`src/bus_ctrl_pkg.sv`:
```
/*
 * Housekeeping bus definitions: widths, register map, compat number
 * and the packed types shared by the control and status blocks
 */
package bus_ctrl_pkg;

   // --------------------
   // Bus widths
   // --------------------
   localparam int SR_AWIDTH  = 8;
   localparam int RB_AWIDTH  = 8;
   localparam int DATA_WIDTH = 32;

   // Settings register map
   localparam logic [SR_AWIDTH-1:0] SR_LEDS       = 8'd0;
   localparam logic [SR_AWIDTH-1:0] SR_SW_RST     = 8'd1;
   localparam logic [SR_AWIDTH-1:0] SR_CLOCK_CTRL = 8'd2;
   localparam logic [SR_AWIDTH-1:0] SR_SFPP_CTRL0 = 8'd8;
   localparam logic [SR_AWIDTH-1:0] SR_SFPP_CTRL1 = 8'd9;
   localparam logic [SR_AWIDTH-1:0] SR_FIFOFLAGS  = 8'd10;

   // Readback map, same 8-bit space
   localparam logic [RB_AWIDTH-1:0] RB_COUNTER      = 8'd0;
   localparam logic [RB_AWIDTH-1:0] RB_CLK_STATUS   = 8'd3;
   localparam logic [RB_AWIDTH-1:0] RB_COMPAT_NUM   = 8'd6;
   localparam logic [RB_AWIDTH-1:0] RB_SFPP_STATUS0 = 8'd8;
   localparam logic [RB_AWIDTH-1:0] RB_SFPP_STATUS1 = 8'd9;
   localparam logic [RB_AWIDTH-1:0] RB_FIFOFLAGS    = 8'd10;

   // Compat number, major goes in the upper half
   localparam logic [15:0] COMPAT_MAJOR = 16'h0004;
   localparam logic [15:0] COMPAT_MINOR = 16'h0000;

   // Bit 6 enables the GPS-disciplined oscillator
   localparam logic [6:0] CLOCK_CTRL_RESET = 7'b100_0000;

   // --------------------
   // Bus transfers
   // --------------------
   typedef struct packed {
      logic                  stb;
      logic [SR_AWIDTH-1:0]  addr;
      logic [DATA_WIDTH-1:0] data;
   } set_bus_t;

   typedef struct packed {
      logic                 rd_stb;
      logic [RB_AWIDTH-1:0] addr;
   } rb_req_t;

   // --------------------
   // SFP+ cage signals
   // --------------------
   typedef struct packed {
      logic mod_abs;
      logic tx_fault;
      logic rx_los;
   } sfp_pins_t;

   // Sticky change flags sit above the synced levels
   typedef struct packed {
      sfp_pins_t changed;
      sfp_pins_t level;
   } sfp_status_t;

   // High means pull the rate-select pin low
   typedef struct packed {
      logic rs1;
      logic rs0;
   } sfp_rs_t;

   typedef logic [6:0] clock_ctrl_t;

   typedef struct packed {
      logic unused;
      logic radio_pll;
      logic radio_domain;
      logic phy;
   } sw_rst_t;

   typedef logic [3:0] fifo_flags_t;

endpackage
```
`src/bus_ctrl_top.sv`:
```
/*
 * Housekeeping control and status core: settings bus in,
 * readback bus out, SFP+ and FIFO monitoring in between
 */
`timescale 1ns/1ps

module bus_ctrl_top (
   input  logic                                 clk,
   input  logic                                 reset,
   input  bus_ctrl_pkg::set_bus_t                i_set,
   input  bus_ctrl_pkg::rb_req_t                 i_rb,
   output logic [bus_ctrl_pkg::DATA_WIDTH-1:0]  o_rb_data,
   output logic [7:0]                           o_leds,
   output bus_ctrl_pkg::sw_rst_t                 o_sw_rst,
   output bus_ctrl_pkg::clock_ctrl_t             o_clock_ctrl,
   output bus_ctrl_pkg::sfp_rs_t                 o_sfp0_rs,
   output bus_ctrl_pkg::sfp_rs_t                 o_sfp1_rs,
   input  bus_ctrl_pkg::sfp_pins_t               i_sfp0_pins,
   input  bus_ctrl_pkg::sfp_pins_t               i_sfp1_pins,
   input  logic [4:0]                           i_clock_status,
   input  bus_ctrl_pkg::fifo_flags_t             i_fifo_flags
);

   bus_ctrl_pkg::sfp_status_t sfp0_status;
   bus_ctrl_pkg::sfp_status_t sfp1_status;
   bus_ctrl_pkg::fifo_flags_t faults;

   // --------------------
   // Input side
   // --------------------
   sfp_pin_monitor #(.RB_ADDR(bus_ctrl_pkg::RB_SFPP_STATUS0)) sfp0_mon_i (
      .clk(clk), .reset(reset),
      .i_pins(i_sfp0_pins), .i_rb(i_rb), .o_status(sfp0_status)
   );

   sfp_pin_monitor #(.RB_ADDR(bus_ctrl_pkg::RB_SFPP_STATUS1)) sfp1_mon_i (
      .clk(clk), .reset(reset),
      .i_pins(i_sfp1_pins), .i_rb(i_rb), .o_status(sfp1_status)
   );

   // --------------------
   // Processing
   // --------------------
   control_regs control_regs_i (
      .clk(clk), .reset(reset), .i_set(i_set),
      .o_leds(o_leds), .o_sw_rst(o_sw_rst), .o_clock_ctrl(o_clock_ctrl),
      .o_sfp0_rs(o_sfp0_rs), .o_sfp1_rs(o_sfp1_rs)
   );

   fifo_fault_latch fifo_fault_latch_i (
      .clk(clk), .reset(reset), .i_set(i_set),
      .i_fifo_flags(i_fifo_flags), .o_faults(faults)
   );

   // --------------------
   // Output side
   // --------------------
   readback_mux readback_mux_i (
      .clk(clk), .reset(reset), .i_rb(i_rb),
      .i_clock_status(i_clock_status),
      .i_sfp0_status(sfp0_status), .i_sfp1_status(sfp1_status),
      .i_faults(faults), .o_rb_data(o_rb_data)
   );

endmodule

```
`src/readback_mux.sv`:
```
/*
 * Readback side: free-running cycle counter and the
 * address-decoded status word
 */
`timescale 1ns/1ps

module readback_mux (
   input  logic                                 clk,
   input  logic                                 reset,
   input  bus_ctrl_pkg::rb_req_t                 i_rb,
   input  logic [4:0]                           i_clock_status,
   input  bus_ctrl_pkg::sfp_status_t             i_sfp0_status,
   input  bus_ctrl_pkg::sfp_status_t             i_sfp1_status,
   input  bus_ctrl_pkg::fifo_flags_t             i_faults,
   output logic [bus_ctrl_pkg::DATA_WIDTH-1:0]  o_rb_data
);

   localparam int SFP_W  = $bits(bus_ctrl_pkg::sfp_status_t);
   localparam int FAIL_W = $bits(bus_ctrl_pkg::fifo_flags_t);

   logic [bus_ctrl_pkg::DATA_WIDTH-1:0] counter_q;

   // Cycle counter, wraps silently
   always_ff @(posedge clk) begin
      if (reset)
         counter_q <= '0;
      else
         counter_q <= counter_q + 1'b1;
   end

   // --------------------
   // Address decode
   // --------------------
   always_comb begin
      // Unmapped and short words read as zero
      o_rb_data = '0;
      case (i_rb.addr)
         bus_ctrl_pkg::RB_COUNTER:      o_rb_data = counter_q;
         bus_ctrl_pkg::RB_CLK_STATUS:   o_rb_data[4:0] = i_clock_status;
         bus_ctrl_pkg::RB_COMPAT_NUM:
            o_rb_data = {bus_ctrl_pkg::COMPAT_MAJOR, bus_ctrl_pkg::COMPAT_MINOR};
         bus_ctrl_pkg::RB_SFPP_STATUS0: o_rb_data[SFP_W-1:0] = i_sfp0_status;
         bus_ctrl_pkg::RB_SFPP_STATUS1: o_rb_data[SFP_W-1:0] = i_sfp1_status;
         bus_ctrl_pkg::RB_FIFOFLAGS:    o_rb_data[FAIL_W-1:0] = i_faults;
         default:                       o_rb_data = '0;
      endcase
   end

endmodule

```
`src/fifo_fault_latch.sv`:
```
/*
 * FIFO fault capture: active-low flags held until cleared
 * by a settings write
 */
`timescale 1ns/1ps

module fifo_fault_latch (
   input  logic                     clk,
   input  logic                     reset,
   input  bus_ctrl_pkg::set_bus_t    i_set,
   input  bus_ctrl_pkg::fifo_flags_t i_fifo_flags,
   output bus_ctrl_pkg::fifo_flags_t o_faults
);

   logic clear;

   // Any write to this address clears, data is ignored
   setting_reg #(
      .ADDR        (bus_ctrl_pkg::SR_FIFOFLAGS),
      .T           (logic),
      .RESET_VALUE (1'b0)
   ) clear_reg_i (
      .clk(clk), .reset(reset), .i_set(i_set),
      .o_value(), .o_changed(clear)
   );

   // Sticky so one-cycle faults survive until read
   always_ff @(posedge clk) begin
      if (reset || clear) begin
         o_faults <= '0;
      end else begin
         // Flags are active low
         o_faults <= o_faults | ~i_fifo_flags;
      end
   end

endmodule

```
`src/control_regs.sv`:
```
/*
 * Board control register bank: LEDs, software resets,
 * clock control and SFP+ rate selects
 */
`timescale 1ns/1ps

module control_regs (
   input  logic                     clk,
   input  logic                     reset,
   input  bus_ctrl_pkg::set_bus_t    i_set,
   output logic [7:0]               o_leds,
   output bus_ctrl_pkg::sw_rst_t     o_sw_rst,
   output bus_ctrl_pkg::clock_ctrl_t o_clock_ctrl,
   output bus_ctrl_pkg::sfp_rs_t     o_sfp0_rs,
   output bus_ctrl_pkg::sfp_rs_t     o_sfp1_rs
);

   // Front panel LED pattern
   setting_reg #(
      .ADDR        (bus_ctrl_pkg::SR_LEDS),
      .T           (logic [7:0]),
      .RESET_VALUE (8'h00)
   ) leds_reg_i (
      .clk(clk), .reset(reset), .i_set(i_set),
      .o_value(o_leds), .o_changed()
   );

   // PHY, radio domain and radio PLL resets
   setting_reg #(
      .ADDR        (bus_ctrl_pkg::SR_SW_RST),
      .T           (bus_ctrl_pkg::sw_rst_t),
      .RESET_VALUE ('0)
   ) sw_rst_reg_i (
      .clk(clk), .reset(reset), .i_set(i_set),
      .o_value(o_sw_rst), .o_changed()
   );

   // Comes up with the GPSDO enabled
   setting_reg #(
      .ADDR        (bus_ctrl_pkg::SR_CLOCK_CTRL),
      .T           (bus_ctrl_pkg::clock_ctrl_t),
      .RESET_VALUE (bus_ctrl_pkg::CLOCK_CTRL_RESET)
   ) clock_ctrl_reg_i (
      .clk(clk), .reset(reset), .i_set(i_set),
      .o_value(o_clock_ctrl), .o_changed()
   );

   // --------------------
   // SFP+ rate selects
   // --------------------
   setting_reg #(
      .ADDR        (bus_ctrl_pkg::SR_SFPP_CTRL0),
      .T           (bus_ctrl_pkg::sfp_rs_t),
      .RESET_VALUE ('0)
   ) sfp0_rs_reg_i (
      .clk(clk), .reset(reset), .i_set(i_set),
      .o_value(o_sfp0_rs), .o_changed()
   );

   setting_reg #(
      .ADDR        (bus_ctrl_pkg::SR_SFPP_CTRL1),
      .T           (bus_ctrl_pkg::sfp_rs_t),
      .RESET_VALUE ('0)
   ) sfp1_rs_reg_i (
      .clk(clk), .reset(reset), .i_set(i_set),
      .o_value(o_sfp1_rs), .o_changed()
   );

endmodule

```
`src/sfp_pin_monitor.sv`:
```
/*
 * SFP+ status pin monitor: two-stage pin sync, with sticky
 * change bits cleared by a read of this cage's status word
 */
`timescale 1ns/1ps

module sfp_pin_monitor #(
   parameter logic [bus_ctrl_pkg::RB_AWIDTH-1:0] RB_ADDR = bus_ctrl_pkg::RB_SFPP_STATUS0
) (
   input  logic                     clk,
   input  logic                     reset,
   input  bus_ctrl_pkg::sfp_pins_t   i_pins,
   input  bus_ctrl_pkg::rb_req_t     i_rb,
   output bus_ctrl_pkg::sfp_status_t o_status
);

   bus_ctrl_pkg::sfp_pins_t sync1_q;
   bus_ctrl_pkg::sfp_pins_t sync2_q;
   bus_ctrl_pkg::sfp_pins_t chg_q;
   bus_ctrl_pkg::sfp_pins_t diff;
   logic                    rd_hit;

   // --------------------
   // Pin synchroniser
   // --------------------
   always_ff @(posedge clk) begin
      sync1_q <= i_pins;
      sync2_q <= sync1_q;
   end

   // Stages disagree means a new level is about to land
   assign diff = sync1_q ^ sync2_q;

   // Real read of our own status word
   assign rd_hit = i_rb.rd_stb && (i_rb.addr == RB_ADDR);

   // --------------------
   // Sticky change bits
   // --------------------
   always_ff @(posedge clk) begin
      if (reset || rd_hit) begin
         // Clear beats a change in the same cycle
         chg_q <= '0;
      end else begin
         chg_q <= chg_q | diff;
      end
   end

   assign o_status.changed = chg_q;
   assign o_status.level   = sync2_q;

endmodule

```
`src/setting_reg.sv`:
```
/*
 * Settings register: loads its payload on an address match
 * and flags the update with a one-cycle change pulse
 */
`timescale 1ns/1ps

module setting_reg #(
   parameter logic [bus_ctrl_pkg::SR_AWIDTH-1:0] ADDR = '0,
   parameter type T = logic [7:0],
   parameter T RESET_VALUE = '0
) (
   input  logic                  clk,
   input  logic                  reset,
   input  bus_ctrl_pkg::set_bus_t i_set,
   output T                      o_value,
   output logic                  o_changed
);

   logic hit;

   // Write strobe aimed at this register
   assign hit = i_set.stb && (i_set.addr == ADDR);

   always_ff @(posedge clk) begin
      if (reset) begin
         o_value   <= RESET_VALUE;
         o_changed <= 1'b0;
      end else begin
         // Payload is the low bits of the data word
         if (hit)
            o_value <= T'(i_set.data[$bits(T)-1:0]);
         // High for the single cycle after the write
         o_changed <= hit;
      end
   end

endmodule

```
`config.mk`:
```
export PLATFORM = sky130hd
export DESIGN_NAME = bus_ctrl_top
export DESIGN_NICKNAME = d
export VERILOG_FILES = /design/src/bus_ctrl_pkg.sv /design/src/bus_ctrl_top.sv /design/src/readback_mux.sv /design/src/fifo_fault_latch.sv /design/src/control_regs.sv /design/src/sfp_pin_monitor.sv /design/src/setting_reg.sv
export SDC_FILE = /design/constraint.sdc
export NUM_CORES = 1
export LEC_CHECK = 0
export BUFFER_PORTS_ARGS = -buffer_cell sky130_fd_sc_hd__buf_2
export CORE_MARGIN = 2
export CORE_UTILIZATION = 40
export DETAILED_ROUTE_END_ITERATION = 10
export PLACE_DENSITY = 0.72
export SLEW_MARGIN = 10
export SYNTH_ARGS = -nofsm -noshare
export SYNTH_HDL_FRONTEND = slang
export SYNTH_SLANG_ARGS = --single-unit
```
`constraint.sdc`:
```
create_clock -name clk -period 4.1 [get_ports clk]
set_input_delay 0.205 -clock clk [delete_from_list [all_inputs] [get_ports clk]]
set_output_delay 0.205 -clock clk [all_outputs]
set_load 0.01 [all_outputs]
```
==> results.sh, run 1 <==
export IMPL_outcome="finished, final reports clean"
export IMPL_htree_levels=3
export IMPL_fmax_mhz=403
export IMPL_grt_max_degree=61
export IMPL_die_x_um=95.4
export IMPL_cp_arrival_ns=2.75
export IMPL_drc=0
export IMPL_vias_per_cell=5.22
export IMPL_clock_tree_root_cell="clkbuf_8"
export IMPL_firstDrtPassIters=4
export IMPL_overflow=0
export IMPL_syn_area_per_cell_sq_um=9.18
export IMPL_setup_tns_ns=0
export IMPL_clockBufferDepth=2
export IMPL_initial_utilization_pct=40.9
export IMPL_reg2reg_setup_slack_ns=1.62
export IMPL_die_h_um=95.4
export IMPL_endpoint_kind="register"
export IMPL_slew_violations=0
export IMPL_powerDensity_mw_per_mm2=348
export IMPL_area_growth_pct=25.0
export IMPL_fin_nets=534
export IMPL_rsz0062_at_grt="false"
export IMPL_layout_drive_gt1_share_pct=25.1
export IMPL_postRouteWirelength_mm=7.57
export IMPL_tightestPinTransition_ns=1.08
export IMPL_cp_max_fo=16
export IMPL_fin_crit_sh_pct=60.5
export IMPL_io_buffer_count=97
export IMPL_maxCapViolCount=0
export IMPL_worst_ir_drop_vdd_mv=0.190
export IMPL_numCtsBuffers=9
export IMPL_die_area_sq_mm=0.00910
export IMPL_wl_per_cell_um=13.1
export IMPL_grt_pass1_vias=2785
export IMPL_synth_cell_types=44
export IMPL_finalPower_mw=1.45
export IMPL_core_area_sq_mm=0.00818
export IMPL_vias=3005
export IMPL_clk_latency_ns=0.35
export IMPL_relSlewSlack_pct=28.1
export IMPL_syn_nets=432
export IMPL_layout_common_cells="buf_2 (97), dfxtp_1 (78), nor2_1 (41), and2_1 (26), mux2i_1 (26)"
export IMPL_rows=33
export IMPL_setup_viol=0
export IMPL_syn_inst=364
export IMPL_clock_skew_ns=0.00570
export IMPL_cts_resized=0
export IMPL_ys_warn_count=0
export IMPL_routabilityCongestion=0.855
export IMPL_grt_pass1_wl_mm=12.3
export IMPL_clock_sinks=78
export IMPL_min_period_ns=2.48
export IMPL_drtIter0Drc=99
export IMPL_synthTopCellsByArea="dfxtp_1 (47%), mux2i_1 (7.8%), and2_1 (4.9%)"
export IMPL_antenna_found_initial=0
export IMPL_syn_area_sq_mm=0.00334
export IMPL_hold_class="input port to register"
export IMPL_final_common_cell="buf_2"
export IMPL_final_hold_violation_count=0
export IMPL_worstPathRequired_ns=4.37
export IMPL_synth_top_cell_by_area="dfxtp_1"
export IMPL_yosysTopAreaCellShare_pct=46.7
export IMPL_track_usage_pct=17.0
export IMPL_cts_tree="built"
export IMPL_p_leak_nw=1.87
export IMPL_start_kind="register"
export IMPL_dp_hpwl_mm=5.41
export IMPL_critical_path_class="register to register"
export IMPL_io_pins=122
export IMPL_clk_pin_slew_worst_paths_ns=0.09
export IMPL_synth_seq_cells=78
export IMPL_antenna_cells=0
export IMPL_final_antenna_net_count=0
export IMPL_ys_seq_area_share_pct=46.7
[cell type report]
cell class / instances / area (sq um)
fill: 782 / 4000
multi-input combinational: 264 / 1700
sequential: 78 / 1560
timing repair buffer: 104 / 553
tap: 105 / 131
clock buffer: 9 / 124
clock inverter: 7 / 77.6
inverter: 9 / 33.8
[power by group]
part / internal [mW] / switching, mW / leakage [nW]
combinational: 0.0372 / 0.0380 / 1.13
clock: 0.289 / 0.301 / 0.101
sequential: 0.775 / 0.0119 / 0.637
[stage by stage]
stage	worst slack [ns]	std cells	hold WS, ns	utilization, %	cell area, sq um
3_3_place_gp	1.73	554	0.308	47.9	3920
3_5_place_dp	1.65	554	0.309	47.9	3920
4_1_cts	1.63	576	0.00168	51.1	4180
6_report	1.62	576	0.0191	51.1	4180
2_1_floorplan	2.14	364	0.233	-	3340
5_1_grt	1.46	576	0.00763	51.1	4180
[cell usage after synthesis (all sizes together)]
cell type / number
and4b: 2
o21ai: 14
nor2: 41
nand2: 15
a31oi: 2
nor4: 6
xnor2: 11
o21a: 6
nand3b: 2
a21oi: 23
or4: 9
xor2: 7
a22oi: 4
nor4b: 1
ha: 1
nor3b: 2
or4b: 1
mux2i: 26
nand4b: 1
o31ai: 6
and3: 2
and2: 26
or2: 2
a21o: 2
a2111oi: 1
dfxtp: 78
a2bb2oi: 2
and4: 2
a22o: 2
nor2b: 4
o22ai: 2
clkbuf: 9
o211ai: 1
buf: 4
nand3: 11
or3: 11
inv: 9
and3b: 2
nand4: 9
nor3: 4
o41ai: 1
[critical path, cell delays in order (launching register included)]
cell	delay, ns
dfxtp_1	0.43
nand4_1	0.38
or4_1	0.89
or4b_1	0.55
a21oi_1	0.15
[metal layers]
| metal | up-vias | track usage (%) | share of wire (%) |
|---|---|---|---|
| met4 | 0 | 9.29 | 2.9 |
| met3 | 16 | 4.19 | 5.1 |
| met1 | 1394 | 20.4 | 45 |
| li1 | 1508 | - | - |
| met2 | 87 | 28.1 | 47 |
| met5 | - | 0 | 0 |
[sequential cells by signal (all words and copies together) (netlist names)]
register,count
readback_mux_i.counter_q,32
control_regs_i.leds_reg_i.o_value,8
control_regs_i.clock_ctrl_reg_i.o_value,7
sfp0_mon_i.o_status,6
sfp1_mon_i.o_status,6
control_regs_i.sw_rst_reg_i.o_value,4
fifo_fault_latch_i.o_faults,4
sfp0_mon_i.sync1_q,3
sfp1_mon_i.sync1_q,3
control_regs_i.sfp0_rs_reg_i.o_value,2
control_regs_i.sfp1_rs_reg_i.o_value,2
fifo_fault_latch_i.clear_reg_i.o_changed,1
[cells by family after synthesis]
group | share of synthesized area (%)
AND/OR/NAND/NOR | 25.5
flip-flops | 46.7
AO/OA/AOI/OAI | 12.1
multiplexers | 7.79
buffers and inverters | 2.77
XOR/XNOR | 4.72
adder cells (fa/ha/maj) | 0.374
[worst paths after layout]
path	from	to	cells past startpoint
worst max-delay path	readback_mux_i.counter_q[5]	readback_mux_i.counter_q[31]	4
worst max register to register	readback_mux_i.counter_q[5]	readback_mux_i.counter_q[31]	4
worst min register to register	sfp1_mon_i.sync1_q[2]	sfp1_mon_i.o_status[2]	0
worst min-delay path	i_fifo_flags[1]	fifo_fault_latch_i.o_faults[1]	2
[timing repair]
action                                  in CTS  in global routing
endpoints found under the setup margin       0                  0
hold endpoints to repair                     6                  0
setup buffers                                0                  0
hold buffers                                 6                  0
Note: power is estimated with default switching activity, not from simulation.
==> run 2: changes to the inputs <==
- PLACE_DENSITY: 0.72 -> 0.74
- clock period: 4.1 -> 2.25 ns (I/O delays scaled with it)
==> run 2 against run 1 <==
Net effect:
- die area did not move
- global-route usage increased by 0.33 points
- sequential power up 82%
- clock power up 76%
- combinational power grew 95%
- via count is 1.1% higher
- total power rose by 80%
- maximum frequency rose by 24%
- non-clock buffer count rose by 12
- sequential share of layout area fell by 0.90 points
- cell count up 2.1%
- largest cell class unchanged
==> results.sh, run 2 (synthesis results as in run 1) <==
export IMPL_vias_per_cell=5.17
export IMPL_overflow=0
export IMPL_relSlewSlack_pct=61.8
export IMPL_cts_tree="built"
export IMPL_top_register="readback_mux_i.counter_q"
export IMPL_cts_setup_buffers=0
export IMPL_endpoint_kind="register"
export IMPL_layout_drive_gt1_share_pct=26.1
export IMPL_crit_slowest_cell="or4_4"
export IMPL_critical_path_class="register to register"
export IMPL_slew_violations=0
export IMPL_cp_arrival_ns=2.28
export IMPL_numCtsBuffers=9
export IMPL_antenna_found_initial=0
export IMPL_place_ws_ns=0.132
export IMPL_setup_viol=0
export IMPL_final_hold_violation_count=0
export IMPL_drc=0
export IMPL_largest_register_ffs=32
export IMPL_rows=33
export IMPL_start_kind="register"
export IMPL_cp_max_fo=15
export IMPL_tightestPinTransition_ns=0.572
export IMPL_clock_sinks=78
export IMPL_dp_cells=561
export IMPL_dp_hpwl_mm=5.62
export IMPL_dr_wl_met2_mm=3.82
export IMPL_firstDrtPassIters=4
export IMPL_initial_utilization_pct=40.9
export IMPL_finalNonFillerCells=588
export IMPL_clk_latency_ns=0.35
export IMPL_antenna_cells=0
export IMPL_finalPower_mw=2.62
export IMPL_drtIter0Drc=47
export IMPL_area_growth_pct=28.1
export IMPL_layout_common_cells="buf_2 (97), dfxtp_1 (78), nor2_1 (41), and2_1 (26), mux2i_1 (26)"
export IMPL_path_delay_family="simple AND/OR/NAND/NOR gates"
export IMPL_htree_levels=3
export IMPL_min_period_ns=2.00
export IMPL_clockBufferDepth=2
export IMPL_final_common_cell="buf_2"
export IMPL_crit_path_max_incr_delay_ns=0.63
export IMPL_wl_met1_mm=3.49
export IMPL_fin_nets=546
export IMPL_clk_pin_slew_worst_paths_ns=0.09
export IMPL_die_h_um=95.4
export IMPL_rsz0062_at_grt="false"
export IMPL_grt_pass1_vias=2896
export IMPL_io_pins=122
export IMPL_worst_ir_drop_vdd_mv=0.450
export IMPL_grt_pass1_wl_mm=12.7
export IMPL_fin_crit_sh_pct=88.8
export IMPL_reg2reg_from="readback_mux_i.counter_q[0]"
export IMPL_core_area_sq_mm=0.00818
export IMPL_wl_met3_um=395
export IMPL_fmax_mhz=500
export IMPL_routabilityCongestion=0.881
export IMPL_die_area_sq_mm=0.00910
export IMPL_worstPathRequired_ns=2.53
export IMPL_crit_path_start="readback_mux_i.counter_q[0]"
export IMPL_finalWorstSetupSlack_ns=0.251
export IMPL_track_usage_pct=17.4
export IMPL_p_leak_nw=1.92
export IMPL_clock_tree_root_cell="clkbuf_8"
export IMPL_dr_max_layer_used="met4"
export IMPL_outcome="finished, final reports clean"
export IMPL_final_antenna_net_count=0
export IMPL_path_cells="ha_1 > nand3_1 > or4_4 > or4_1 > a21oi_1"
export IMPL_hold_worst_slack_ns=0.0155
export IMPL_min_from="i_set[7]"
export IMPL_clock_skew_ns=0.0124
export IMPL_powerDensity_mw_per_mm2=612
export IMPL_grt_max_degree=33
export IMPL_reg_largest_list="readback_mux_i.counter_q: 32 flops, control_regs_i.leds_reg_i.o_value: 8 flops, control_regs_i.clock_ctrl_reg_i.o_value: 7 flops"
export IMPL_wl_per_cell_um=13.3
export IMPL_setup_tns_ns=0
export IMPL_vias=3039
export IMPL_die_x_um=95.4
export IMPL_maxCapViolCount=0
export IMPL_hold_class="input port to register"
export IMPL_io_buffer_count=97
export IMPL_critPathBufInv=0
export IMPL_postRouteWirelength_mm=7.81
## run 2: cell types whose count changed in the layout (fill, tap and decap cells not counted), moves of 2 or more
cell | before | now
buf_4 | 1 | 8
inv_6 | 4 | 1
clkinv_4 | 0 | 2
dlygate4sd3_1 | 6 | 11
## run 2: layer usage
metal,vias to the layer above,track usage [%]
li1,1523,-
met1,1435,20.9
met2,73,29.5
met3,8,4.74
met4,0,6.79
met5,-,0
## run 2: stage by stage
step / cell area (sq um) / utilization (%)
CTS: 4280 / 52.3
global placement: 3970 / 48.5
finish: 4280 / 52.3
detailed placement: 3970 / 48.5
global route: 4280 / 52.3
floorplan: 3340 / -
## run 2: timing repair
| item | in CTS | in global routing |
|---|---|---|
| hold endpoints to repair | 11 | 0 |
| hold buffers | 11 | 0 |
| gates resized for setup | 0 | 1 |
| setup endpoints to repair | 0 | 1 |
## run 2: final timing paths
kind / slack [ns] / cells past startpoint / endpoint
max: 0.25 / 5 / readback_mux_i.counter_q[26]
min: 0.02 / 3 / control_regs_i.leds_reg_i.o_value[7]
max reg2reg: 0.25 / 5 / readback_mux_i.counter_q[26]
min reg2reg: 0.37 / 0 / sfp0_mon_i.o_status[2]
## run 2: cell type report
| type | count | area [sq um] |
|---|---|---|
| clock buffer | 9 | 124 |
| inverter | 9 | 33.8 |
| sequential | 78 | 1560 |
| clock inverter | 7 | 73.8 |
| fill | 768 | 3900 |
| timing repair buffer | 116 | 656 |
| multi-input combinational | 264 | 1700 |
| tap | 105 | 131 |
## run 2: worst reg2reg max path: stages (launching register included)
cell     delay, ns
dfxtp_1       0.40
ha_1          0.21
nand3_1       0.11
or4_4         0.63
or4_1         0.44
a21oi_1       0.15
## run 2: power by group
part	internal, mW	total [mW]	leakage, nW	switching, mW
sequential	1.41	1.43	0.637	0.0217
clock	0.516	1.04	0.0996	0.523
combinational	0.0752	0.147	1.19	0.0722
==> run 3: changes to the inputs <==
- PLACE_DENSITY: 0.74 -> 0.72
- clock period: 2.25 -> 2.55 ns (I/O delays scaled with it)
==> run 3 against run 2 <==
Net effect:
- worst setup slack improved by 0.16 ns
- sequential share of layout area increased by 0.27 points
- critical path depth decreased by 1
- combinational power fell by 12%
- total power fell by 15%
- via count down 0.92%
- count of clock-buffer cells in the layout did not move
- wire length decreased by 3.6%
- first-iteration DRC count rose by 53%
- clock power decreased by 19%
- critical path type unchanged
- highest routed layer unchanged
==> results.sh, run 3 (synthesis results as in run 1) <==
export IMPL_vias_per_cell=5.13
export IMPL_fillers=780
export IMPL_reg_largest_list="readback_mux_i.counter_q: 32 flops, control_regs_i.leds_reg_i.o_value: 8 flops, control_regs_i.clock_ctrl_reg_i.o_value: 7 flops"
export IMPL_drtIter0Drc=72
export IMPL_track_usage_pct=16.7
export IMPL_crit_slowest_cell="or4_1"
export IMPL_antenna_cells=0
export IMPL_cp_max_fo=16
export IMPL_min_period_ns=2.13
export IMPL_rows=33
export IMPL_p_leak_nw=1.90
export IMPL_maxCapViolCount=0
export IMPL_clk_latency_ns=0.34
export IMPL_path_cells="nand4_1 > or4_1 > or4b_1 > a21oi_1"
export IMPL_critical_path_class="register to register"
export IMPL_slew_violations=0
export IMPL_largest_register_ffs=32
export IMPL_clock_tree_root_cell="clkbuf_8"
export IMPL_numCtsBuffers=9
export IMPL_vias=3011
export IMPL_io_buffer_count=97
export IMPL_cp_arrival_ns=2.42
export IMPL_setup_tns_ns=0
export IMPL_drc=0
export IMPL_top_register="readback_mux_i.counter_q"
export IMPL_powerDensity_mw_per_mm2=525
export IMPL_tightestPinTransition_ns=0.526
export IMPL_crit_path_start="readback_mux_i.counter_q[11]"
export IMPL_layout_drive_gt1_share_pct=25.9
export IMPL_die_x_um=95.4
export IMPL_rsz0062_at_grt="false"
export IMPL_grt_max_degree=33
export IMPL_io_pins=122
export IMPL_final_antenna_net_count=0
export IMPL_postRouteWirelength_mm=7.53
export IMPL_clock_sinks=78
export IMPL_antenna_found_initial=0
export IMPL_fmax_mhz=468
export IMPL_hold_class="input port to register"
export IMPL_area_growth_pct=27.2
export IMPL_hold_depth=3
export IMPL_htree_levels=3
export IMPL_start_kind="register"
export IMPL_worst_ir_drop_vdd_mv=0.255
export IMPL_hold_worst_slack_ns=0.0206
export IMPL_rr_worst_depth=4
export IMPL_grt_pass1_wl_mm=12.1
export IMPL_core_area_sq_mm=0.00818
export IMPL_fin_crit_sh_pct=83.7
export IMPL_clk_pin_slew_worst_paths_ns=0.09
export IMPL_initial_utilization_pct=40.9
export IMPL_min_to="control_regs_i.leds_reg_i.o_value[7]"
export IMPL_cts_tree="built"
export IMPL_reg2reg_setup_slack_ns=0.42
export IMPL_setup_viol=0
export IMPL_outcome="finished, final reports clean"
export IMPL_finalPower_mw=2.23
export IMPL_layout_common_cells="buf_2 (97), dfxtp_1 (78), nor2_1 (41), and2_1 (26), mux2i_1 (26)"
export IMPL_fin_nets=545
export IMPL_overflow=0
export IMPL_die_h_um=95.4
export IMPL_crit_path_max_incr_delay_ns=0.78
export IMPL_wl_per_cell_um=12.8
export IMPL_endpoint_kind="register"
export IMPL_place_ws_ns=0.419
export IMPL_final_common_cell="buf_2"
export IMPL_fin_util_pct=52.0
export IMPL_finalWorstSetupSlack_ns=0.415
export IMPL_min_from="i_set[7]"
export IMPL_die_area_sq_mm=0.00910
export IMPL_rr_endpoint="readback_mux_i.counter_q[31]"
export IMPL_final_hold_violation_count=0
export IMPL_relSlewSlack_pct=64.1
export IMPL_firstDrtPassIters=4
export IMPL_reg2reg_from="readback_mux_i.counter_q[11]"
export IMPL_clock_skew_ns=0.0131
export IMPL_routabilityCongestion=0.860
export IMPL_grt_pass1_vias=2745
export IMPL_dp_hpwl_mm=5.48
export IMPL_clockBufferDepth=2
export IMPL_worstPathRequired_ns=2.83
-- run 3: cell count changes in the layout (fill, tap and decap cells not counted), moves of 2 or more --
cell	change
clkinv_2	-2
clkinvlp_4	+3
inv_6	+2
clkinv_4	-2
-- run 3: how the worst max path moves through the flow --
stage                     slack [ns]                            to  cells after the start
after CTS                       0.41  readback_mux_i.counter_q[31]                      4
final                           0.42  readback_mux_i.counter_q[31]                      4
after global placement          0.49  readback_mux_i.counter_q[31]                      4
after floorplan                 0.59  readback_mux_i.counter_q[30]                      6
after global routing            0.24  readback_mux_i.counter_q[31]                      4
after detailed placement        0.42  readback_mux_i.counter_q[31]                      4
-- run 3: where the power goes --
group	switching, mW	total (mW)	internal [mW]
combinational	0.0635	0.129	0.0654
sequential	0.0180	1.26	1.25
clock	0.477	0.839	0.363
total	0.558	2.23	1.67
-- run 3: final cells by class --
cell class	count	area, sq um	area share (%)
multi-input combinational	264	1700	39.9
sequential	78	1560	36.8
tap	105	131	3.09
timing repair buffer	115	646	15.2
inverter	9	33.8	0.795
clock inverter	7	56.3	1.33
clock buffer	9	124	2.92
-- run 3: repair_timing --
| item | in CTS | in global routing |
|---|---|---|
| hold endpoints to repair | 10 | 0 |
| resized for setup | 0 | 0 |
| hold buffers | 10 | 0 |
| setup buffers | 0 | 0 |
-- run 3: metrics by stage --
step | std cells | cell area (sq um)
2_1_floorplan | 364 | 3340
3_3_place_gp | 561 | 3970
3_5_place_dp | 561 | 3970
4_1_cts | 587 | 4250
5_1_grt | 587 | 4250
6_report | 587 | 4250
-- run 3: worst max-delay path, delay by kind of cell (launching register included) --
family | cells | cell delay, ns
simple gates | 3 | 1.51
flops | 1 | 0.42
compound gates | 1 | 0.15
-- run 3: layer usage --
| layer | vias up | share of wire [%] | global-route usage (%) |
|---|---|---|---|
| li1 | 1528 | - | - |
| met1 | 1394 | 45 | 21.1 |
| met2 | 76 | 48 | 27.5 |
| met3 | 13 | 5.0 | 3.87 |
| met4 | 0 | 2.0 | 6.79 |
| met5 | - | 0 | 0 |
